[src/design/basics_pkg.sv]
package basics_pkg;

	// Command bytes, upper case for queries and lower case for sets
	localparam logic [7:0] cmd_version = 8'h76;
	localparam logic [7:0] cmd_query_i2c = 8'h49;
	localparam logic [7:0] cmd_set_i2c = 8'h69;
	localparam logic [7:0] cmd_query_gpio = 8'h47;
	localparam logic [7:0] cmd_set_gpio = 8'h67;
	localparam logic [7:0] cmd_query_mbus = 8'h4D;
	localparam logic [7:0] cmd_set_mbus = 8'h6D;

	// First byte of every reply frame
	localparam logic [7:0] reply_ack = 8'h00;
	localparam logic [7:0] reply_nak = 8'h01;

	// What follows the reply header
	localparam logic [1:0] kind_none = 2'd0;
	localparam logic [1:0] kind_version = 2'd1;
	localparam logic [1:0] kind_value = 2'd2;

	// Selector bytes, only meaningful inside their own command family
	localparam logic [7:0] sel_i2c_speed = 8'h63;
	localparam logic [7:0] sel_i2c_addr = 8'h61;
	localparam logic [7:0] sel_gpio_level = 8'h6C;
	localparam logic [7:0] sel_gpio_dir = 8'h64;
	localparam logic [7:0] sel_mbus_addr = 8'h6C;
	localparam logic [7:0] sel_mbus_div = 8'h63;

	// Built-in version
	localparam logic [7:0] version_major = 8'h00;
	localparam logic [7:0] version_minor = 8'h02;

	// Slot table, same order as the selectors above
	localparam int num_slots = 6;
	localparam int slot_index_w = 3;
	localparam int slot_width [num_slots] = '{8, 16, 24, 24, 20, 22};
	localparam logic [23:0] slot_reset [num_slots] = '{
		24'd99,
		24'h00FFFF,
		24'h000000,
		24'h000000,
		24'h000000,
		24'h000001
	};
	localparam int slot_bytes [num_slots] = '{1, 2, 3, 3, 3, 3};

	// Output message FIFO
	localparam int fifo_depth = 16;
	localparam int fifo_addr_w = $clog2(fifo_depth);

endpackage

[src/design/frame_receiver.sv]
`timescale 1ns/1ps

module frame_receiver (
	input logic clk,
	input logic rst,
	input logic [7:0] in_data,
	input logic in_data_valid,
	input logic in_frame_valid,
	output logic cmd_strobe,
	output logic eid_strobe,
	output logic len_strobe,
	output logic payload_strobe,
	output logic [7:0] byte_data,
	output logic frame_end
);

	logic frame_valid_d;
	logic frame_start;
	logic take;
	// Byte position in the frame, 3 means payload
	logic [1:0] pos;
	logic [1:0] index;

	assign frame_start = in_frame_valid && !frame_valid_d;
	assign take = in_frame_valid && in_data_valid;

	// A fresh frame always starts at the command byte
	assign index = frame_start ? 2'd0 : pos;

	always_ff @(posedge clk) begin
		if (rst) begin
			frame_valid_d <= 1'b0;
			pos <= 2'd0;
			cmd_strobe <= 1'b0;
			eid_strobe <= 1'b0;
			len_strobe <= 1'b0;
			payload_strobe <= 1'b0;
			frame_end <= 1'b0;
		end else begin
			frame_valid_d <= in_frame_valid;
			cmd_strobe <= take && index == 2'd0;
			eid_strobe <= take && index == 2'd1;
			len_strobe <= take && index == 2'd2;
			payload_strobe <= take && index == 2'd3;
			frame_end <= frame_valid_d && !in_frame_valid;
			if (take && index != 2'd3) begin
				pos <= index + 2'd1;
			end else if (frame_start) begin
				pos <= 2'd0;
			end
		end
	end

	// Byte travels alongside its strobe
	always_ff @(posedge clk) begin
		byte_data <= in_data;
	end

endmodule

[src/design/basics_controller.sv]
`timescale 1ns/1ps

module basics_controller (
	input logic clk,
	input logic rst,
	input logic cmd_strobe,
	input logic eid_strobe,
	input logic len_strobe,
	input logic payload_strobe,
	input logic [7:0] byte_data,
	input logic frame_end,
	input logic reply_busy,
	output logic [basics_pkg::slot_index_w-1:0] slot_sel,
	output logic stage_shift,
	output logic [7:0] stage_byte,
	output logic commit,
	output logic reply_start,
	output logic [7:0] reply_code,
	output logic [7:0] reply_eid,
	output logic [1:0] reply_kind,
	output logic [basics_pkg::slot_index_w-1:0] reply_slot
);

	typedef enum logic [2:0] {
		st_idle,
		st_eid,
		st_len,
		st_body,
		st_reply,
		st_ignore
	} state_t;

	state_t state;
	state_t next_state;

	logic [7:0] cmd_reg;
	logic [7:0] eid_reg;
	logic [15:0] version_in;
	logic [basics_pkg::slot_index_w-1:0] slot_reg;
	logic [basics_pkg::slot_index_w-1:0] sel_slot;
	logic sel_hit;
	logic sel_ok;
	// Payload bytes seen, selector included, saturating
	logic [3:0] pay_count;
	logic [3:0] set_count;
	logic is_version;
	logic is_query;
	logic is_set;
	logic take_byte;

	assign is_version = cmd_reg == basics_pkg::cmd_version;
	assign is_query = cmd_reg inside {basics_pkg::cmd_query_i2c, basics_pkg::cmd_query_gpio,
		basics_pkg::cmd_query_mbus};
	assign is_set = cmd_reg inside {basics_pkg::cmd_set_i2c, basics_pkg::cmd_set_gpio,
		basics_pkg::cmd_set_mbus};
	assign take_byte = state == st_body && payload_strobe;
	assign set_count = 4'(basics_pkg::slot_bytes[slot_reg] + 1);

	// Selector lookup within the command family
	always_comb begin
		sel_hit = 1'b0;
		sel_slot = '0;
		case (cmd_reg)
			basics_pkg::cmd_query_i2c, basics_pkg::cmd_set_i2c: begin
				if (byte_data == basics_pkg::sel_i2c_speed) begin
					sel_hit = 1'b1;
					sel_slot = 3'd0;
				end else if (byte_data == basics_pkg::sel_i2c_addr) begin
					sel_hit = 1'b1;
					sel_slot = 3'd1;
				end
			end
			basics_pkg::cmd_query_gpio, basics_pkg::cmd_set_gpio: begin
				if (byte_data == basics_pkg::sel_gpio_level) begin
					sel_hit = 1'b1;
					sel_slot = 3'd2;
				end else if (byte_data == basics_pkg::sel_gpio_dir) begin
					sel_hit = 1'b1;
					sel_slot = 3'd3;
				end
			end
			basics_pkg::cmd_query_mbus, basics_pkg::cmd_set_mbus: begin
				if (byte_data == basics_pkg::sel_mbus_addr) begin
					sel_hit = 1'b1;
					sel_slot = 3'd4;
				end else if (byte_data == basics_pkg::sel_mbus_div) begin
					sel_hit = 1'b1;
					sel_slot = 3'd5;
				end
			end
			default: begin
				sel_hit = 1'b0;
			end
		endcase
	end

	always_comb begin
		next_state = state;
		case (state)
			st_idle: begin
				// Frames arriving mid-reply are dropped without an answer
				if (cmd_strobe) begin
					next_state = reply_busy ? st_ignore : st_eid;
				end
			end
			st_eid: begin
				if (frame_end) begin
					next_state = st_reply;
				end else if (eid_strobe) begin
					next_state = st_len;
				end
			end
			st_len: begin
				if (frame_end) begin
					next_state = st_reply;
				end else if (len_strobe) begin
					next_state = st_body;
				end
			end
			st_body: begin
				if (frame_end) begin
					next_state = st_reply;
				end
			end
			st_reply: next_state = st_idle;
			st_ignore: begin
				if (frame_end) begin
					next_state = st_idle;
				end
			end
			default: next_state = st_idle;
		endcase
	end

	// Reply decision, valid in st_reply only
	always_comb begin
		reply_code = basics_pkg::reply_nak;
		reply_kind = basics_pkg::kind_none;
		commit = 1'b0;
		if (is_version) begin
			if (pay_count == 4'd2 &&
					version_in == {basics_pkg::version_major, basics_pkg::version_minor}) begin
				reply_code = basics_pkg::reply_ack;
			end else begin
				reply_kind = basics_pkg::kind_version;
			end
		end else if (is_query && sel_ok && pay_count == 4'd1) begin
			reply_code = basics_pkg::reply_ack;
			reply_kind = basics_pkg::kind_value;
		end else if (is_set && sel_ok && pay_count == set_count) begin
			reply_code = basics_pkg::reply_ack;
			commit = state == st_reply;
		end
	end

	assign reply_start = state == st_reply;
	assign reply_eid = eid_reg;
	assign reply_slot = slot_reg;
	assign slot_sel = slot_reg;
	assign stage_byte = byte_data;
	assign stage_shift = take_byte && is_set && sel_ok && pay_count != 4'd0;

	always_ff @(posedge clk) begin
		if (rst) begin
			state <= st_idle;
			sel_ok <= 1'b0;
			pay_count <= 4'd0;
		end else begin
			state <= next_state;
			if (cmd_strobe) begin
				sel_ok <= 1'b0;
				pay_count <= 4'd0;
			end else if (take_byte) begin
				if (pay_count != 4'hF) begin
					pay_count <= pay_count + 4'd1;
				end
				if (pay_count == 4'd0) begin
					sel_ok <= sel_hit;
				end
			end
		end
	end

	always_ff @(posedge clk) begin
		if (cmd_strobe) begin
			cmd_reg <= byte_data;
		end
		if (state == st_eid && eid_strobe) begin
			eid_reg <= byte_data;
		end
		if (take_byte) begin
			version_in <= {version_in[7:0], byte_data};
			if (pay_count == 4'd0) begin
				slot_reg <= sel_slot;
			end
		end
	end

	a_commit_not_shift: assert property (@(posedge clk) disable iff (rst)
		!(commit && stage_shift));

	a_state_legal: assert property (@(posedge clk) disable iff (rst)
		state inside {st_idle, st_eid, st_len, st_body, st_reply, st_ignore});

endmodule

[src/design/setting_slot.sv]
`timescale 1ns/1ps

module setting_slot #(
	parameter int width = 8,
	parameter logic [23:0] reset_value = '0
) (
	input logic clk,
	input logic rst,
	input logic shift,
	input logic commit,
	input logic [7:0] shift_byte,
	output logic [width-1:0] value
);

	// Whole bytes, so an exact-length set replaces every staged bit
	localparam int stage_w = ((width + 7) / 8) * 8;

	logic [stage_w-1:0] staging;

	// New byte enters at the bottom, oldest byte drops off the top
	always_ff @(posedge clk) begin
		if (shift) begin
			staging <= stage_w'({staging, shift_byte});
		end
	end

	// Upper bits beyond the slot width are discarded here
	always_ff @(posedge clk) begin
		if (rst) begin
			value <= reset_value[width-1:0];
		end else if (commit) begin
			value <= staging[width-1:0];
		end
	end

	a_shift_commit_apart: assert property (@(posedge clk) disable iff (rst)
		!(shift && commit));

endmodule

[src/design/response_builder.sv]
`timescale 1ns/1ps

module response_builder (
	input logic clk,
	input logic rst,
	input logic reply_start,
	input logic [7:0] reply_code,
	input logic [7:0] reply_eid,
	input logic [1:0] reply_kind,
	input logic [basics_pkg::slot_index_w-1:0] reply_slot,
	input logic [23:0] slot_value [basics_pkg::num_slots],
	input logic full,
	output logic [7:0] wr_data,
	output logic wr_last,
	output logic wr_en,
	output logic reply_busy
);

	logic [7:0] code_q;
	logic [7:0] eid_q;
	logic [1:0] kind_q;
	logic [basics_pkg::slot_index_w-1:0] slot_q;
	logic [1:0] len_q;
	logic [1:0] reply_len;
	// Byte index in the reply where the header is 0 to 2
	logic [2:0] step;
	logic [2:0] last_step;
	logic [2:0] bytes_left;
	logic [23:0] sel_value;
	logic [7:0] value_byte;

	always_comb begin
		case (reply_kind)
			basics_pkg::kind_version: reply_len = 2'd2;
			basics_pkg::kind_value: reply_len = 2'(basics_pkg::slot_bytes[reply_slot]);
			default: reply_len = 2'd0;
		endcase
	end

	assign last_step = 3'(len_q) + 3'd2;
	assign bytes_left = last_step - step;

	// Slot value goes out MSB byte first
	assign sel_value = slot_value[slot_q];
	assign value_byte = 8'(sel_value >> {bytes_left, 3'b000});

	always_comb begin
		case (step)
			3'd0: wr_data = code_q;
			3'd1: wr_data = eid_q;
			3'd2: wr_data = {6'd0, len_q};
			default: begin
				if (kind_q == basics_pkg::kind_version) begin
					wr_data = (step == 3'd3) ? basics_pkg::version_major :
						basics_pkg::version_minor;
				end else begin
					wr_data = value_byte;
				end
			end
		endcase
	end

	assign wr_en = reply_busy && !full;
	assign wr_last = step == last_step;

	always_ff @(posedge clk) begin
		if (rst) begin
			reply_busy <= 1'b0;
			step <= 3'd0;
		end else if (reply_start) begin
			reply_busy <= 1'b1;
			step <= 3'd0;
		end else if (wr_en) begin
			step <= step + 3'd1;
			if (wr_last) begin
				reply_busy <= 1'b0;
			end
		end
	end

	always_ff @(posedge clk) begin
		if (reply_start) begin
			code_q <= reply_code;
			eid_q <= reply_eid;
			kind_q <= reply_kind;
			slot_q <= reply_slot;
			len_q <= reply_len;
		end
	end

	// The controller must hold new replies until this one is queued
	a_start_when_idle: assert property (@(posedge clk) disable iff (rst)
		reply_start |-> !reply_busy);

endmodule

[src/design/message_fifo.sv]
`timescale 1ns/1ps

module message_fifo (
	input logic clk,
	input logic rst,
	input logic [7:0] wr_data,
	input logic wr_last,
	input logic wr_en,
	input logic out_ready,
	output logic full,
	output logic [7:0] out_data,
	output logic out_last,
	output logic out_valid
);

	localparam int aw = basics_pkg::fifo_addr_w;

	// Each entry is the last flag above the byte
	logic [8:0] mem [basics_pkg::fifo_depth];
	// One extra pointer bit tells full from empty
	logic [aw:0] wr_ptr;
	logic [aw:0] rd_ptr;
	logic empty;
	logic do_write;
	logic do_read;

	assign empty = wr_ptr == rd_ptr;
	assign full = wr_ptr[aw] != rd_ptr[aw] && wr_ptr[aw-1:0] == rd_ptr[aw-1:0];
	assign do_write = wr_en && !full;
	assign do_read = out_valid && out_ready;

	assign out_valid = !empty;
	assign {out_last, out_data} = mem[rd_ptr[aw-1:0]];

	always_ff @(posedge clk) begin
		if (do_write) begin
			mem[wr_ptr[aw-1:0]] <= {wr_last, wr_data};
		end
	end

	always_ff @(posedge clk) begin
		if (rst) begin
			wr_ptr <= '0;
			rd_ptr <= '0;
		end else begin
			if (do_write) begin
				wr_ptr <= wr_ptr + 1'b1;
			end
			if (do_read) begin
				rd_ptr <= rd_ptr + 1'b1;
			end
		end
	end

	a_no_overflow: assert property (@(posedge clk) disable iff (rst)
		wr_en |-> !full);

	// Stalled output byte stays put until taken
	a_out_hold: assert property (@(posedge clk) disable iff (rst)
		out_valid && !out_ready |=> out_valid && $stable(out_data) && $stable(out_last));

endmodule

[src/design/basics_top.sv]
`timescale 1ns/1ps

module basics_top (
	input logic clk,
	input logic rst,
	input logic [7:0] in_data,
	input logic in_data_valid,
	input logic in_frame_valid,
	input logic out_ready,
	output logic [7:0] out_data,
	output logic out_last,
	output logic out_valid,
	output logic [7:0] i2c_speed,
	output logic [15:0] i2c_addr,
	output logic [23:0] gpio_level,
	output logic [23:0] gpio_direction,
	output logic [19:0] mbus_long_addr,
	output logic [21:0] mbus_clk_div
);

	logic cmd_strobe;
	logic eid_strobe;
	logic len_strobe;
	logic payload_strobe;
	logic [7:0] byte_data;
	logic frame_end;
	logic [basics_pkg::slot_index_w-1:0] slot_sel;
	logic stage_shift;
	logic [7:0] stage_byte;
	logic commit;
	logic reply_start;
	logic [7:0] reply_code;
	logic [7:0] reply_eid;
	logic [1:0] reply_kind;
	logic [basics_pkg::slot_index_w-1:0] reply_slot;
	logic reply_busy;
	logic [23:0] slot_value [basics_pkg::num_slots];
	logic [7:0] wr_data;
	logic wr_last;
	logic wr_en;
	logic full;

	frame_receiver i_receiver (
		.clk(clk),
		.rst(rst),
		.in_data(in_data),
		.in_data_valid(in_data_valid),
		.in_frame_valid(in_frame_valid),
		.cmd_strobe(cmd_strobe),
		.eid_strobe(eid_strobe),
		.len_strobe(len_strobe),
		.payload_strobe(payload_strobe),
		.byte_data(byte_data),
		.frame_end(frame_end)
	);

	basics_controller i_controller (
		.clk(clk),
		.rst(rst),
		.cmd_strobe(cmd_strobe),
		.eid_strobe(eid_strobe),
		.len_strobe(len_strobe),
		.payload_strobe(payload_strobe),
		.byte_data(byte_data),
		.frame_end(frame_end),
		.reply_busy(reply_busy),
		.slot_sel(slot_sel),
		.stage_shift(stage_shift),
		.stage_byte(stage_byte),
		.commit(commit),
		.reply_start(reply_start),
		.reply_code(reply_code),
		.reply_eid(reply_eid),
		.reply_kind(reply_kind),
		.reply_slot(reply_slot)
	);

	// One slot per setting, only the selected one sees shift and commit
	for (genvar i = 0; i < basics_pkg::num_slots; i++) begin : g_slot
		localparam logic [basics_pkg::slot_index_w-1:0] idx = i;
		logic [basics_pkg::slot_width[i]-1:0] value;

		setting_slot #(
			.width(basics_pkg::slot_width[i]),
			.reset_value(basics_pkg::slot_reset[i])
		) i_slot (
			.clk(clk),
			.rst(rst),
			.shift(stage_shift && slot_sel == idx),
			.commit(commit && slot_sel == idx),
			.shift_byte(stage_byte),
			.value(value)
		);

		assign slot_value[i] = 24'(value);
	end

	response_builder i_builder (
		.clk(clk),
		.rst(rst),
		.reply_start(reply_start),
		.reply_code(reply_code),
		.reply_eid(reply_eid),
		.reply_kind(reply_kind),
		.reply_slot(reply_slot),
		.slot_value(slot_value),
		.full(full),
		.wr_data(wr_data),
		.wr_last(wr_last),
		.wr_en(wr_en),
		.reply_busy(reply_busy)
	);

	message_fifo i_fifo (
		.clk(clk),
		.rst(rst),
		.wr_data(wr_data),
		.wr_last(wr_last),
		.wr_en(wr_en),
		.out_ready(out_ready),
		.full(full),
		.out_data(out_data),
		.out_last(out_last),
		.out_valid(out_valid)
	);

	// Named setting outputs, slot order follows the package table
	assign i2c_speed = slot_value[0][7:0];
	assign i2c_addr = slot_value[1][15:0];
	assign gpio_level = slot_value[2];
	assign gpio_direction = slot_value[3];
	assign mbus_long_addr = slot_value[4][19:0];
	assign mbus_clk_div = slot_value[5][21:0];

endmodule

[config.mk]
export PLATFORM = sky130hd
export DESIGN_NAME = basics_top
export DESIGN_NICKNAME = d
export VERILOG_FILES = /design/src/design/basics_pkg.sv /design/src/design/frame_receiver.sv /design/src/design/basics_controller.sv /design/src/design/setting_slot.sv /design/src/design/response_builder.sv /design/src/design/message_fifo.sv /design/src/design/basics_top.sv
export SDC_FILE = /design/constraint.sdc
export NUM_CORES = 1
export LEC_CHECK = 0
export BUFFER_PORTS_ARGS = -buffer_cell sky130_fd_sc_hd__buf_2
export CAP_MARGIN = 10
export CORE_MARGIN = 4
export CORE_UTILIZATION = 60
export CTS_BUF_LIST = sky130_fd_sc_hd__clkbuf_8 sky130_fd_sc_hd__clkbuf_16
export DETAILED_ROUTE_END_ITERATION = 7
export PLACE_DENSITY = 0.8
export SLEW_MARGIN = 25
export SYNTH_ARGS = -nofsm -noshare
export SYNTH_HDL_FRONTEND = slang
export SYNTH_SLANG_ARGS = --single-unit
export TNS_END_PERCENT = 50
[constraint.sdc]
create_clock -name clk -period 3.7 [get_ports clk]
set_input_delay 0 -clock clk [delete_from_list [all_inputs] [get_ports clk]]
set_output_delay 0 -clock clk [all_outputs]
set_load 0.05 [all_outputs]
==> impl_results.md <==
* Outcome: finished clean
* Sequential share of the synthesized area at 67.7%
* Routed wire per std cell at 24.0 um
* Slew Limit Fails at 0
* CP cell instances: nor3_1, buf_4, inv_1, ha_1, xor2_1, nor3_1, nand4b_4, buf_4, o21ai_0, a21oi_1
* CP Capture Type: flop
* Synthesized area at 0.0183 mm2
* Synth Instances at 1304
* Row count at 63
* CTS root buffer: clkbuf_16
* Gr usage total at 26.7%
* Worst Path Max Fanout at 98
* IO Pins at 137
* Routed Antenna Nets at 0
* Largest register FFs at 144
* IO Port Bufs at 136
* Switch Pwr at 0.00206 W
* Most frequent cells in the layout: edfxtp_1, dfxtp_1, buf_2, o21ai_0, a21oi_1
* Pleak at 7.29 nW
* Final min period at 3330 ps
* Slew Limit Headroom at 29.2%
* Slowest cell on crit path: edfxtp_1
* Top cell type's share of synthesized area at 50.7%
* Die width at 183 um
* Sw Ratio at 20.5%
* Initial antenna violation count at 1
* Worst-Skew Late Latency at 560 ps
* Unique masters post-synth at 57
* Critical path required time at 4090 ps
* Share of post-route cells with drive strength above 1 at 22.0%
* Pre-antenna DRT Iters at 5
* First-pass GRT wire length at 68400 um
* Pin count of the biggest net entering global routing at 155
* Setup Skew at 27.4 ps
* Final GP Congestion at 0.892
* Clk slew on worst S/H paths at 60 ps
* Post-Route Utilization at 70.0%
* Int Power at 0.00800 W
* PD cells at 481 mW/mm2
* Fmax at 0.301 GHz
* Detail Placement HPWL at 27400 um
* CP startpoint kind: flop
* Worst Tran Pin Value at 1060 ps
* Detailed Route WL at 44700 um
* Area growth, synth to finish at 14.2%
* Via/cell ratio at 6.31
* Die height at 183 um
* Logic pwr share at 2.1%
* Post-synth ARST share at 0%
* Hold Crit Class: in -> reg
* Endpoints failing setup at 0
* DRC violations left at 0
* Num CTS Buffers at 45
* Synth warn at 0
* Worst setup margin at 373 ps
* CTS max path bufs at 3
* Seq cells post-synth at 465
* Top_reg_cell synth: edfxtp_1
* CP Data Arrival Time at 3720 ps
* Max-cap violations at 0
* IR drop worst, VDD at 0.459 mV
* Core area at 0.0299 mm2
* Avg Synthesized Cell Area at 14.0 um2
* First DRT Iteration DRCs at 1317
* Crit Path Class: reg -> reg
* Worst path max stage delay at 520 ps
* Via count at 11724
* Setup TNS Final at 0 ps
* Overflow after GRT at 0
* Nets at 1469
* Synthesized Nets at 1341
* RSZ-0062 raised after global routing: false
* Sink Count at 465
* Area of the die at 0.0334 mm2
* Clock power frac at 42.9%
* Number of diodes at 0
* Ranking of synthesized cells by area: edfxtp_1, dfxtp_1, mux4_2, o21ai_0, a21oi_1
* Vias in the first global route at 11477
* Level count of the clock H-tree at 2
* Flop pwr share at 55.0%
* Tcrit/Tclk final at 89.9%
* Post-synth EDFFs at 309
* Commonest non-fill, non-tap cell in the layout: edfxtp_1
* Post-CTS setup repair buffer count at 0
* Placement Setup Slack at 528 ps
* Initial Utilization at 61.3%
* CTS tree: built
* Cell taking the most area after synthesis: edfxtp_1
* Final Hold Viols at 0
[timing repair]
| action | in CTS | in global routing |
|---|---|---|
| hold buffers | 11 | 0 |
| hold endpoints to repair | 24 | 0 |
| gates resized for setup | 0 | 0 |
[critical path, delay by kind of cell (launching register included)]
kind / cells / cell delay (ps)
flip-flops: 1 / 520
AND/OR/NAND/NOR: 3 / 790
XOR/XNOR: 1 / 140
AO/OA/AOI/OAI: 2 / 450
buffers and inverters: 3 / 800
adder cells (fa/ha/maj): 1 / 350
[Yosys cell counts, types with 20 or more instances]
cell type    n
edfxtp_1   309
a21oi_1    109
clkbuf_1    65
nand3_1    103
nand2_1     21
o21ai_0    115
mux2i_1     33
dfxtp_1    156
mux4_2      59
inv_1       20
ha_1        23
nor2_1      70
[worst paths after layout]
kind | startpoint | to | slack [ps] | depth (start not counted)
worst max register to register | i_controller.reply_slot[0] | g_slot[2].i_slot.value[15] | 370 | 10
worst max-delay path | i_controller.reply_slot[0] | g_slot[2].i_slot.value[15] | 370 | 10
worst min-delay path | rst | i_receiver.pos[0] | 20 | 3
worst min register to register | i_controller.reply_eid[5] | i_builder.eid_q[5] | 400 | 0
[logic make-up (layout without fill, tap and decap cells)]
kind of cell	count (synthesis)	after routing	share of synthesized area, %
AOI/OAI and AO/OA	271	271	8.16
and+or+nand+nor	301	301	8.75
xor gates and xnor gates	22	22	1.15
adders and majority gates	24	24	1.68
DFF	465	465	67.7
buffers and inverters	117	282	2.77
muxes	104	104	9.79
[metrics by stage]
| step | cell area (um2) | total power, W | hold WS [ps] | std cells |
|---|---|---|---|---|
| after global routing | 20900 | 0.0104 | 44.2 | 1859 |
| after global placement | 19400 | 0.00584 | 102 | 1764 |
| final | 20900 | 0.0101 | 17.2 | 1859 |
| after floorplan | 18300 | 0.00577 | 27.7 | 1304 |
| after detailed placement | 19400 | 0.00584 | 106 | 1764 |
| after CTS | 20900 | 0.0101 | 47.0 | 1859 |
[area by class of cell]
class / count / area, um2
multi-input combinational: 722 / 5460
clock buffer: 53 / 1250
sequential: 465 / 12400
timing repair buffer: 178 / 1080
clock inverter: 31 / 164
fill: 1933 / 8960
inverter: 20 / 75.1
tap: 390 / 488
[power groups by stage]
stage | Clock [W] | Combinational, W | Sequential [W]
global route | 0.00459 | 0.000225 | 0.00554
CTS | 0.00436 | 0.000206 | 0.00554
floorplan | 0 | 0.000133 | 0.00564
finish | 0.00432 | 0.000207 | 0.00554
global placement | 0 | 0.000191 | 0.00565
detailed placement | 0 | 0.000195 | 0.00565
[per-layer routing]
layer	vias up	global-route usage, %	share of wire (%)
li1	5207	-	-
met1	5818	36.6	38
met2	594	43.7	49
met3	103	5.34	9.6
met4	2	8.14	3.1
met5	-	0	0.038
Power figures use the tool's default switching activity.
